===== src/include/piso_consts.svh =====
`ifndef PISO_CONSTS_SVH
`define PISO_CONSTS_SVH

// width of one serial word on the output side
`define PISO_WORD_W 16

// number of words packed into one parallel block
// this must stay above one since the lane has no single word path
`define PISO_BLOCK_ELS 4

// number of identical lanes that the dispatcher rotates over
// more lanes give more buffering before the input sees back-pressure
`define PISO_NUM_LANES 3

`endif


===== src/design/piso_pkg.sv =====
`include "piso_consts.svh"

package piso_pkg;

    // one word as it leaves the serial output
    typedef logic [`PISO_WORD_W-1:0] word_t;

    // a whole block where index 0 is the first word sent
    typedef word_t [`PISO_BLOCK_ELS-1:0] block_t;

    // selects one of the lanes in the dispatcher and the merger
    typedef logic [$clog2(`PISO_NUM_LANES)-1:0] lane_idx_t;

    // position of a word inside its block
    typedef logic [$clog2(`PISO_BLOCK_ELS)-1:0] word_idx_t;

    // a lane either waits for a block or sends one out word by word
    typedef enum logic [0:0] {LANE_RX, LANE_TX} lane_state_e;

endpackage


===== src/design/block_dispatch.sv =====
`timescale 1ns/100ps

`include "piso_consts.svh"

// round-robin steering of incoming blocks to the lanes
// the merger walks the lanes in the same order so blocks keep their order
module block_dispatch
    import piso_pkg::*;
(
    input  logic                       clk_i,
    input  logic                       reset_i,

    // ready-then-valid input handshake from outside
    input  logic                       valid_i,
    output logic                       ready_o,

    // one ready bit per lane and one valid bit per lane
    input  logic [`PISO_NUM_LANES-1:0] lane_ready_i,
    output logic [`PISO_NUM_LANES-1:0] lane_valid_o
);

    // highest lane index where the pointer wraps back to lane 0
    localparam lane_idx_t LAST_LANE = lane_idx_t'(`PISO_NUM_LANES - 1);

    // lane that receives the next accepted block
    lane_idx_t lane_ptr_r;

    // a block moves into the pointed lane on this cycle
    logic      xfer;

    // ready comes straight from the pointed lane
    // the lane raises it in the same cycle as its last yumi so a reload has no bubble
    assign ready_o = lane_ready_i[lane_ptr_r];

    // the transfer happens only when the selected lane is ready and the source is valid
    assign xfer = valid_i & ready_o;

    // only the pointed lane may see valid
    // all other lanes stay quiet even though they see the same block data
    always_comb
    begin
        lane_valid_o             = '0;
        lane_valid_o[lane_ptr_r] = valid_i;
    end

    // the pointer advances on every accepted block and wraps after the last lane
    // it never moves without a transfer so no lane is skipped
    always_ff @(posedge clk_i)
    begin
        if (reset_i)
        begin
            lane_ptr_r <= '0;
        end
        else if (xfer)
        begin
            if (lane_ptr_r == LAST_LANE)
            begin
                lane_ptr_r <= '0;
            end
            else
            begin
                lane_ptr_r <= lane_ptr_r + 1'b1;
            end
        end
    end

endmodule


===== src/design/parallel_in_serial_out.sv =====
`timescale 1ns/100ps

`include "piso_consts.svh"

// one lane that takes a whole block and hands it out one word at a time
// the input side is ready-then-valid and the output side is valid-then-yumi
// words always leave from index 0 upward
module parallel_in_serial_out
    import piso_pkg::*;
(
    input  logic   clk_i,
    input  logic   reset_i,

    // parallel block input
    input  logic   valid_i,
    input  block_t data_i,
    output logic   ready_o,

    // serial word output
    output logic   valid_o,
    output word_t  data_o,
    input  logic   yumi_i
);

    // index of the final word of a block
    localparam word_idx_t LAST_WORD = word_idx_t'(`PISO_BLOCK_ELS - 1);

    // receive or transmit state of the lane
    lane_state_e state_r;
    lane_state_e state_n;

    // the stored block and the pointer to the word on the output
    block_t      block_r;
    word_idx_t   word_idx_r;

    // handshake events of this cycle
    logic        accept;
    logic        done_tx;

    // the last word of the block is taken by the consumer in this cycle
    assign done_tx = (state_r == LANE_TX) && (word_idx_r == LAST_WORD) && yumi_i;

    // an empty lane is always ready
    // a full lane is ready once its last word is being taken
    // this makes ready depend on yumi but it removes the bubble between blocks
    assign ready_o = (state_r == LANE_RX) || done_tx;

    // a new block loads at this edge
    assign accept = valid_i & ready_o;

    // the lane only has data to show while it is transmitting
    assign valid_o = (state_r == LANE_TX);

    // the counter picks the word on the output
    assign data_o = block_r[word_idx_r];

    // next state
    // a new block wins over the return to receive so back to back blocks stay in TX
    always_comb
    begin
        state_n = state_r;
        case (state_r)
            LANE_RX:
            begin
                if (accept)
                begin
                    state_n = LANE_TX;
                end
            end
            LANE_TX:
            begin
                if (accept)
                begin
                    state_n = LANE_TX;
                end
                else if (done_tx)
                begin
                    state_n = LANE_RX;
                end
            end
            default:
            begin
                state_n = LANE_RX;
            end
        endcase
    end

    always_ff @(posedge clk_i)
    begin
        if (reset_i)
        begin
            state_r <= LANE_RX;
        end
        else
        begin
            state_r <= state_n;
        end
    end

    // block storage only changes on accept
    always_ff @(posedge clk_i)
    begin
        if (accept)
        begin
            block_r <= data_i;
        end
    end

    // word counter clears for every new block
    // it steps on each yumi and stays on the last word when the block finishes
    always_ff @(posedge clk_i)
    begin
        if (reset_i)
        begin
            word_idx_r <= '0;
        end
        else if (accept)
        begin
            word_idx_r <= '0;
        end
        else if ((state_r == LANE_TX) && yumi_i && !done_tx)
        begin
            word_idx_r <= word_idx_r + 1'b1;
        end
    end

endmodule


===== src/design/piso_array_top.sv =====
`timescale 1ns/100ps

`include "piso_consts.svh"

// multi-lane block serializer
// blocks enter on a ready-then-valid port and leave as words on a valid-then-yumi port
// the dispatcher and the merger rotate over the lanes in the same order
module piso_array_top
    import piso_pkg::*;
(
    input  logic   clk_i,
    input  logic   reset_i,

    // parallel block input
    input  logic   valid_i,
    input  block_t data_i,
    output logic   ready_o,

    // serial word output
    output logic   valid_o,
    output word_t  data_o,
    input  logic   yumi_i
);

    // dispatcher side of the lanes
    logic  [`PISO_NUM_LANES-1:0] lane_valid_in;
    logic  [`PISO_NUM_LANES-1:0] lane_ready;

    // merger side of the lanes
    logic  [`PISO_NUM_LANES-1:0] lane_valid_out;
    word_t [`PISO_NUM_LANES-1:0] lane_data_out;
    logic  [`PISO_NUM_LANES-1:0] lane_yumi;

    // picks the lane for each new block
    block_dispatch u_dispatch (
        .clk_i        (clk_i),
        .reset_i      (reset_i),
        .valid_i      (valid_i),
        .ready_o      (ready_o),
        .lane_ready_i (lane_ready),
        .lane_valid_o (lane_valid_in)
    );

    // every lane sees the same block data
    // only the lane with valid set takes it
    for (genvar lane = 0; lane < `PISO_NUM_LANES; lane++)
    begin : g_lane
        parallel_in_serial_out u_lane (
            .clk_i   (clk_i),
            .reset_i (reset_i),
            .valid_i (lane_valid_in[lane]),
            .data_i  (data_i),
            .ready_o (lane_ready[lane]),
            .valid_o (lane_valid_out[lane]),
            .data_o  (lane_data_out[lane]),
            .yumi_i  (lane_yumi[lane])
        );
    end

    // collects the words back into one stream in block order
    word_merge u_merge (
        .clk_i        (clk_i),
        .reset_i      (reset_i),
        .lane_valid_i (lane_valid_out),
        .lane_data_i  (lane_data_out),
        .lane_yumi_o  (lane_yumi),
        .valid_o      (valid_o),
        .data_o       (data_o),
        .yumi_i       (yumi_i)
    );

endmodule


===== src/design/word_merge.sv =====
`timescale 1ns/100ps

`include "piso_consts.svh"

// drains the lanes one whole block at a time into a single word stream
// the lane order matches the dispatcher so blocks come out in arrival order
module word_merge
    import piso_pkg::*;
(
    input  logic                                clk_i,
    input  logic                                reset_i,

    // word outputs of all lanes
    input  logic  [`PISO_NUM_LANES-1:0]         lane_valid_i,
    input  word_t [`PISO_NUM_LANES-1:0]         lane_data_i,
    output logic  [`PISO_NUM_LANES-1:0]         lane_yumi_o,

    // merged valid-then-yumi output
    output logic                                valid_o,
    output word_t                               data_o,
    input  logic                                yumi_i
);

    // wrap points for the lane pointer and the word count
    localparam lane_idx_t LAST_LANE = lane_idx_t'(`PISO_NUM_LANES - 1);
    localparam word_idx_t LAST_WORD = word_idx_t'(`PISO_BLOCK_ELS - 1);

    // lane being drained and the number of its words already taken
    lane_idx_t cur_lane_r;
    word_idx_t word_cnt_r;

    // the consumer takes the last word of the current block
    logic      block_done;

    // outputs come straight from the current lane with no register in between
    // so a word shows in the same cycle the lane presents it
    assign valid_o = lane_valid_i[cur_lane_r];
    assign data_o  = lane_data_i[cur_lane_r];

    assign block_done = yumi_i && (word_cnt_r == LAST_WORD);

    // yumi goes to the current lane only
    // the other lanes keep their words until their turn comes
    always_comb
    begin
        lane_yumi_o             = '0;
        lane_yumi_o[cur_lane_r] = yumi_i;
    end

    // the word count tracks progress through the block
    // yumi is only legal while valid is high so every yumi is a real word
    always_ff @(posedge clk_i)
    begin
        if (reset_i)
        begin
            word_cnt_r <= '0;
        end
        else if (block_done)
        begin
            word_cnt_r <= '0;
        end
        else if (yumi_i)
        begin
            word_cnt_r <= word_cnt_r + 1'b1;
        end
    end

    // after the last word of a block the pointer steps to the next lane
    // this lane holds the next block in order since the dispatcher filled it next
    always_ff @(posedge clk_i)
    begin
        if (reset_i)
        begin
            cur_lane_r <= '0;
        end
        else if (block_done)
        begin
            if (cur_lane_r == LAST_LANE)
            begin
                cur_lane_r <= '0;
            end
            else
            begin
                cur_lane_r <= cur_lane_r + 1'b1;
            end
        end
    end

endmodule


===== config.mk =====
export PLATFORM = sky130hd
export DESIGN_NAME = piso_array_top
export DESIGN_NICKNAME = d
export VERILOG_FILES = /design/src/design/piso_pkg.sv /design/src/design/block_dispatch.sv /design/src/design/parallel_in_serial_out.sv /design/src/design/piso_array_top.sv /design/src/design/word_merge.sv
export VERILOG_INCLUDE_DIRS = /design/src /design/src/include
export SDC_FILE = /design/constraint.sdc
export NUM_CORES = 1
export LEC_CHECK = 0
export BUFFER_PORTS_ARGS = -buffer_cell sky130_fd_sc_hd__buf_2
export CAP_MARGIN = 20
export CORE_ASPECT_RATIO = 0.8
export CORE_UTILIZATION = 60
export DETAILED_ROUTE_END_ITERATION = 8
export GPL_TIMING_DRIVEN = 0
export PLACE_DENSITY = 0.81
export SLEW_MARGIN = 20
export SYNTH_ARGS = -nofsm -noshare
export SYNTH_HDL_FRONTEND = slang
export SYNTH_SLANG_ARGS = --single-unit

===== constraint.sdc =====
create_clock -name clk_i -period 7.85 [get_ports clk_i]
set_clock_uncertainty 0.1 [all_clocks]
set_input_delay 1.57 -clock clk_i [delete_from_list [all_inputs] [get_ports clk_i]]
set_output_delay 1.57 -clock clk_i [all_outputs]
set_load 0.02 [all_outputs]

==> flow_summary.ini <==
[status]
outcome = finished clean

[floorplanning]
die_w_um = 132
dieArea_mm2 = 0.0140
coreArea_mm2 = 0.0130
start_util = 0.623
pin_count = 86
die_y_um = 106
rows = 37

[cts]
clockBufferDepth = 3
cts_buffers = 20
cts_resized = 0
htree_levels = 1
clk_transition_reported_paths_ps = 70
numClockSinks = 207
clock_latency_ps = 490
cts_tree = built
postCtsHoldBufs = 0
cts_root_buffer = clkbuf_16
post_cts_buffers = 0

[layout]
fill_cells = 712
drive_gt1_frac = 0.330
final_common_cell = edfxtp_1
multi_input_area_mm2 = 0.00190
regArea_mm2 = 0.00607
area_growth_pct = 18.9
nNetsFinal = 587
final_cell_mix = 192 x edfxtp_1, 94 x buf_2, 41 x nand2_1
antenna_cells = 0
final_util = 0.741

[flow_run]
maxCapViolCount = 0

[grt]
grt_max_degree = 41
antenna_found_initial = 0
grt-ovfl-total = 0
grt_pass1_wl_mm = 25.8
grt_pass1_vias = 4459
grtUsageTotal = 0.255

[worst_setup_path]
r2r_setup_slack_ps = 5550
rr_endpoint = g_lane[0].u_lane.block_r[22]
ff2ff_path_depth = 5
cpMostUsedCell = buf_2
setup.worst_path.class = input pin to output port
path_delay_family = simple AND/OR/NAND/NOR gates
crit_required_ps = 6180
path_cells = buf_2 > nor3b_1 > a21bo_2 > mux2i_1 > o21ai_0 > buf_2
worst_ep_arrival_time_ps = 2770
cp-end-kind = output port
r2r-start = u_merge.cur_lane_r[1]
cp-start-kind = input pin
cpMaxStageDelayCell = nor3b_1
path_max_fanout = 5
worst-path-buf-inv = 2
critPathMaxStageDelay_ps = 410

[drt]
antenna_left = 0
drt_iter0_drc = 446
vias = 4305
drc = 0
wl_per_cell_um = 24.1
detail_route.vias_per_cell = 6.13
first_pass_iters = 5
routed_wl_mm = 16.9

[placement]
gp_congestion = 0.813
io_buffers = 85
place_hpwl_mm = 10.8

[synth]
avgSynthCellArea_um2 = 20.2
synth_cells = 401
syn_nets = 473
synth.yosys.seq_area_share = 0.749
synth_cell_types = 32
synth_warnings = 0
mappedNetlistArea_mm2 = 0.00810
ys_ff_latch = 207

[pwr]
ir_drop_uv = 189
powerDensity_mw_per_mm2 = 249
pwr-share-clk = 0.411
p_int_mw = 1.91
power_frac_seq = 0.530
p_sw_uw = 483
switching_share = 0.201
leakage_nw = 3.34
pwr-share-comb = 0.059

[sta]
rsz0062_at_grt = no
fin_crit_ps = 4440
hold_viol_final = 0
setup_viol = 0
max_clock_freq_mhz = 225
max-slew-margin-rel = 0.391
tns_ps = 0
finalCritPeriodShare = 0.565
tightest_slew_ps = 910
drv_slew = 0

[worst_hold_path]
worstHoldPathType = flop to flop
whs_path_depth = 2
hp-start = u_merge.word_cnt_r[1]
min_to = u_merge.word_cnt_r[1]
## tightest hold or removal path, stage by stage (launching register included)
cell	delay (ps)
dfxtp_1	320
nand2b_1	70
a21oi_1	50
## cells by family after synthesis
kind of cell	Yosys count	share of synthesized area
flip-flops	207	0.749
AND/OR/NAND/NOR	70	0.0409
multiplexers	54	0.149
AO/OA/AOI/OAI	41	0.0335
buffers and inverters	24	0.0202
adder cells (fa/ha/maj)	4	0.00618
XOR/XNOR	1	0.00108
## metal layers
metal / global-route usage / routed length (µm)
met2: 0.424 / 8390
met1: 0.358 / 7010
met5: 0 / 0
met3: 0.0410 / 1140
met4: 0.0698 / 393
## through the flow
| step | hold slack [ps] | total power [mW] | setup slack, ps | cell area (µm²) | instances |
|---|---|---|---|---|---|
| after CTS | 379 | 2.41 | 3400 | 9640 | 702 |
| after floorplan | 350 | 1.36 | 2260 | 8100 | 401 |
| final | 378 | 2.40 | 3410 | 9640 | 702 |
| after global routing | 409 | 2.46 | 3210 | 9640 | 702 |
| after global placement | 358 | 1.42 | 322 | 8750 | 661 |
| after detailed placement | 371 | 1.43 | 3420 | 8960 | 668 |
## cell type report
type / instances / area share
inverters: 2 / 0.000779
clock inverters: 11 / 0.0174
clock buffers: 23 / 0.0531
plain buffers: 22 / 0.0162
well taps: 175 / 0.0227
flip-flops and latches: 207 / 0.629
repair buffers: 92 / 0.0634
multi-input cells: 170 / 0.197
## synthesized netlist by cell type
master | count | area share
nand3_1 | 2 | 0.0012
edfxtp_1 | 192 | 0.71
and2_1 | 1 | 0.00077
inv_1 | 2 | 0.00093
nand2_1 | 41 | 0.019
a22oi_1 | 18 | 0.017
nand4b_1 | 3 | 0.0032
nand2b_1 | 1 | 0.00077
nand3b_1 | 3 | 0.0028
mux4_1 | 18 | 0.058
nor3_1 | 2 | 0.0012
buf_2 | 9 | 0.0056
and4b_1 | 1 | 0.0012
buf_12 | 2 | 0.0049
xnor2_1 | 1 | 0.0011
o21ba_2 | 1 | 0.0012
buf_6 | 3 | 0.0042
o21ai_0 | 4 | 0.0025
a21bo_2 | 1 | 0.0012
mux2_2 | 2 | 0.0028
mux2i_1 | 4 | 0.0049
a21oi_1 | 13 | 0.0080
mux4_2 | 30 | 0.083
a21boi_0 | 3 | 0.0028
nor2b_1 | 6 | 0.0046
clkbuf_1 | 6 | 0.0028
buf_4 | 2 | 0.0019
dfxtp_1 | 15 | 0.037
nor2_1 | 7 | 0.0032
ha_1 | 4 | 0.0062
nor3b_1 | 3 | 0.0028
a2111oi_0 | 1 | 0.0011
## worst max path at each step
stage            start  slack, ps                           end  depth (start not counted)
2_1_floorplan  valid_i       2260   g_lane[2].u_lane.block_r[0]                          3
6_report        yumi_i       3410                       ready_o                          6
3_3_place_gp   valid_i        320  g_lane[2].u_lane.block_r[62]                          4
4_1_cts         yumi_i       3400                       ready_o                          6
5_1_grt         yumi_i       3210                       ready_o                          6
3_5_place_dp    yumi_i       3420                       ready_o                          6
## registers in the layout, indices dropped and copies added, names as in the netlist
| signal | flops |
|---|---|
| g_lane.u_lane.block_r | 192 |
| g_lane.u_lane.valid_o | 3 |
| g_lane.u_lane.word_idx_r | 6 |
| u_dispatch.lane_ptr_r | 2 |
| u_merge.cur_lane_r | 2 |
| u_merge.word_cnt_r | 2 |
## power groups by stage
stage	Clock, mW	Sequential, mW	Combinational (mW)
6_report	0.986	1.27	0.140
5_1_grt	1.03	1.27	0.151
4_1_cts	0.995	1.27	0.141
3_5_place_dp	0	1.29	0.140
3_3_place_gp	0	1.30	0.123
2_1_floorplan	0	1.29	0.0737
No activity file was read; power rests on OpenSTA's default activity.
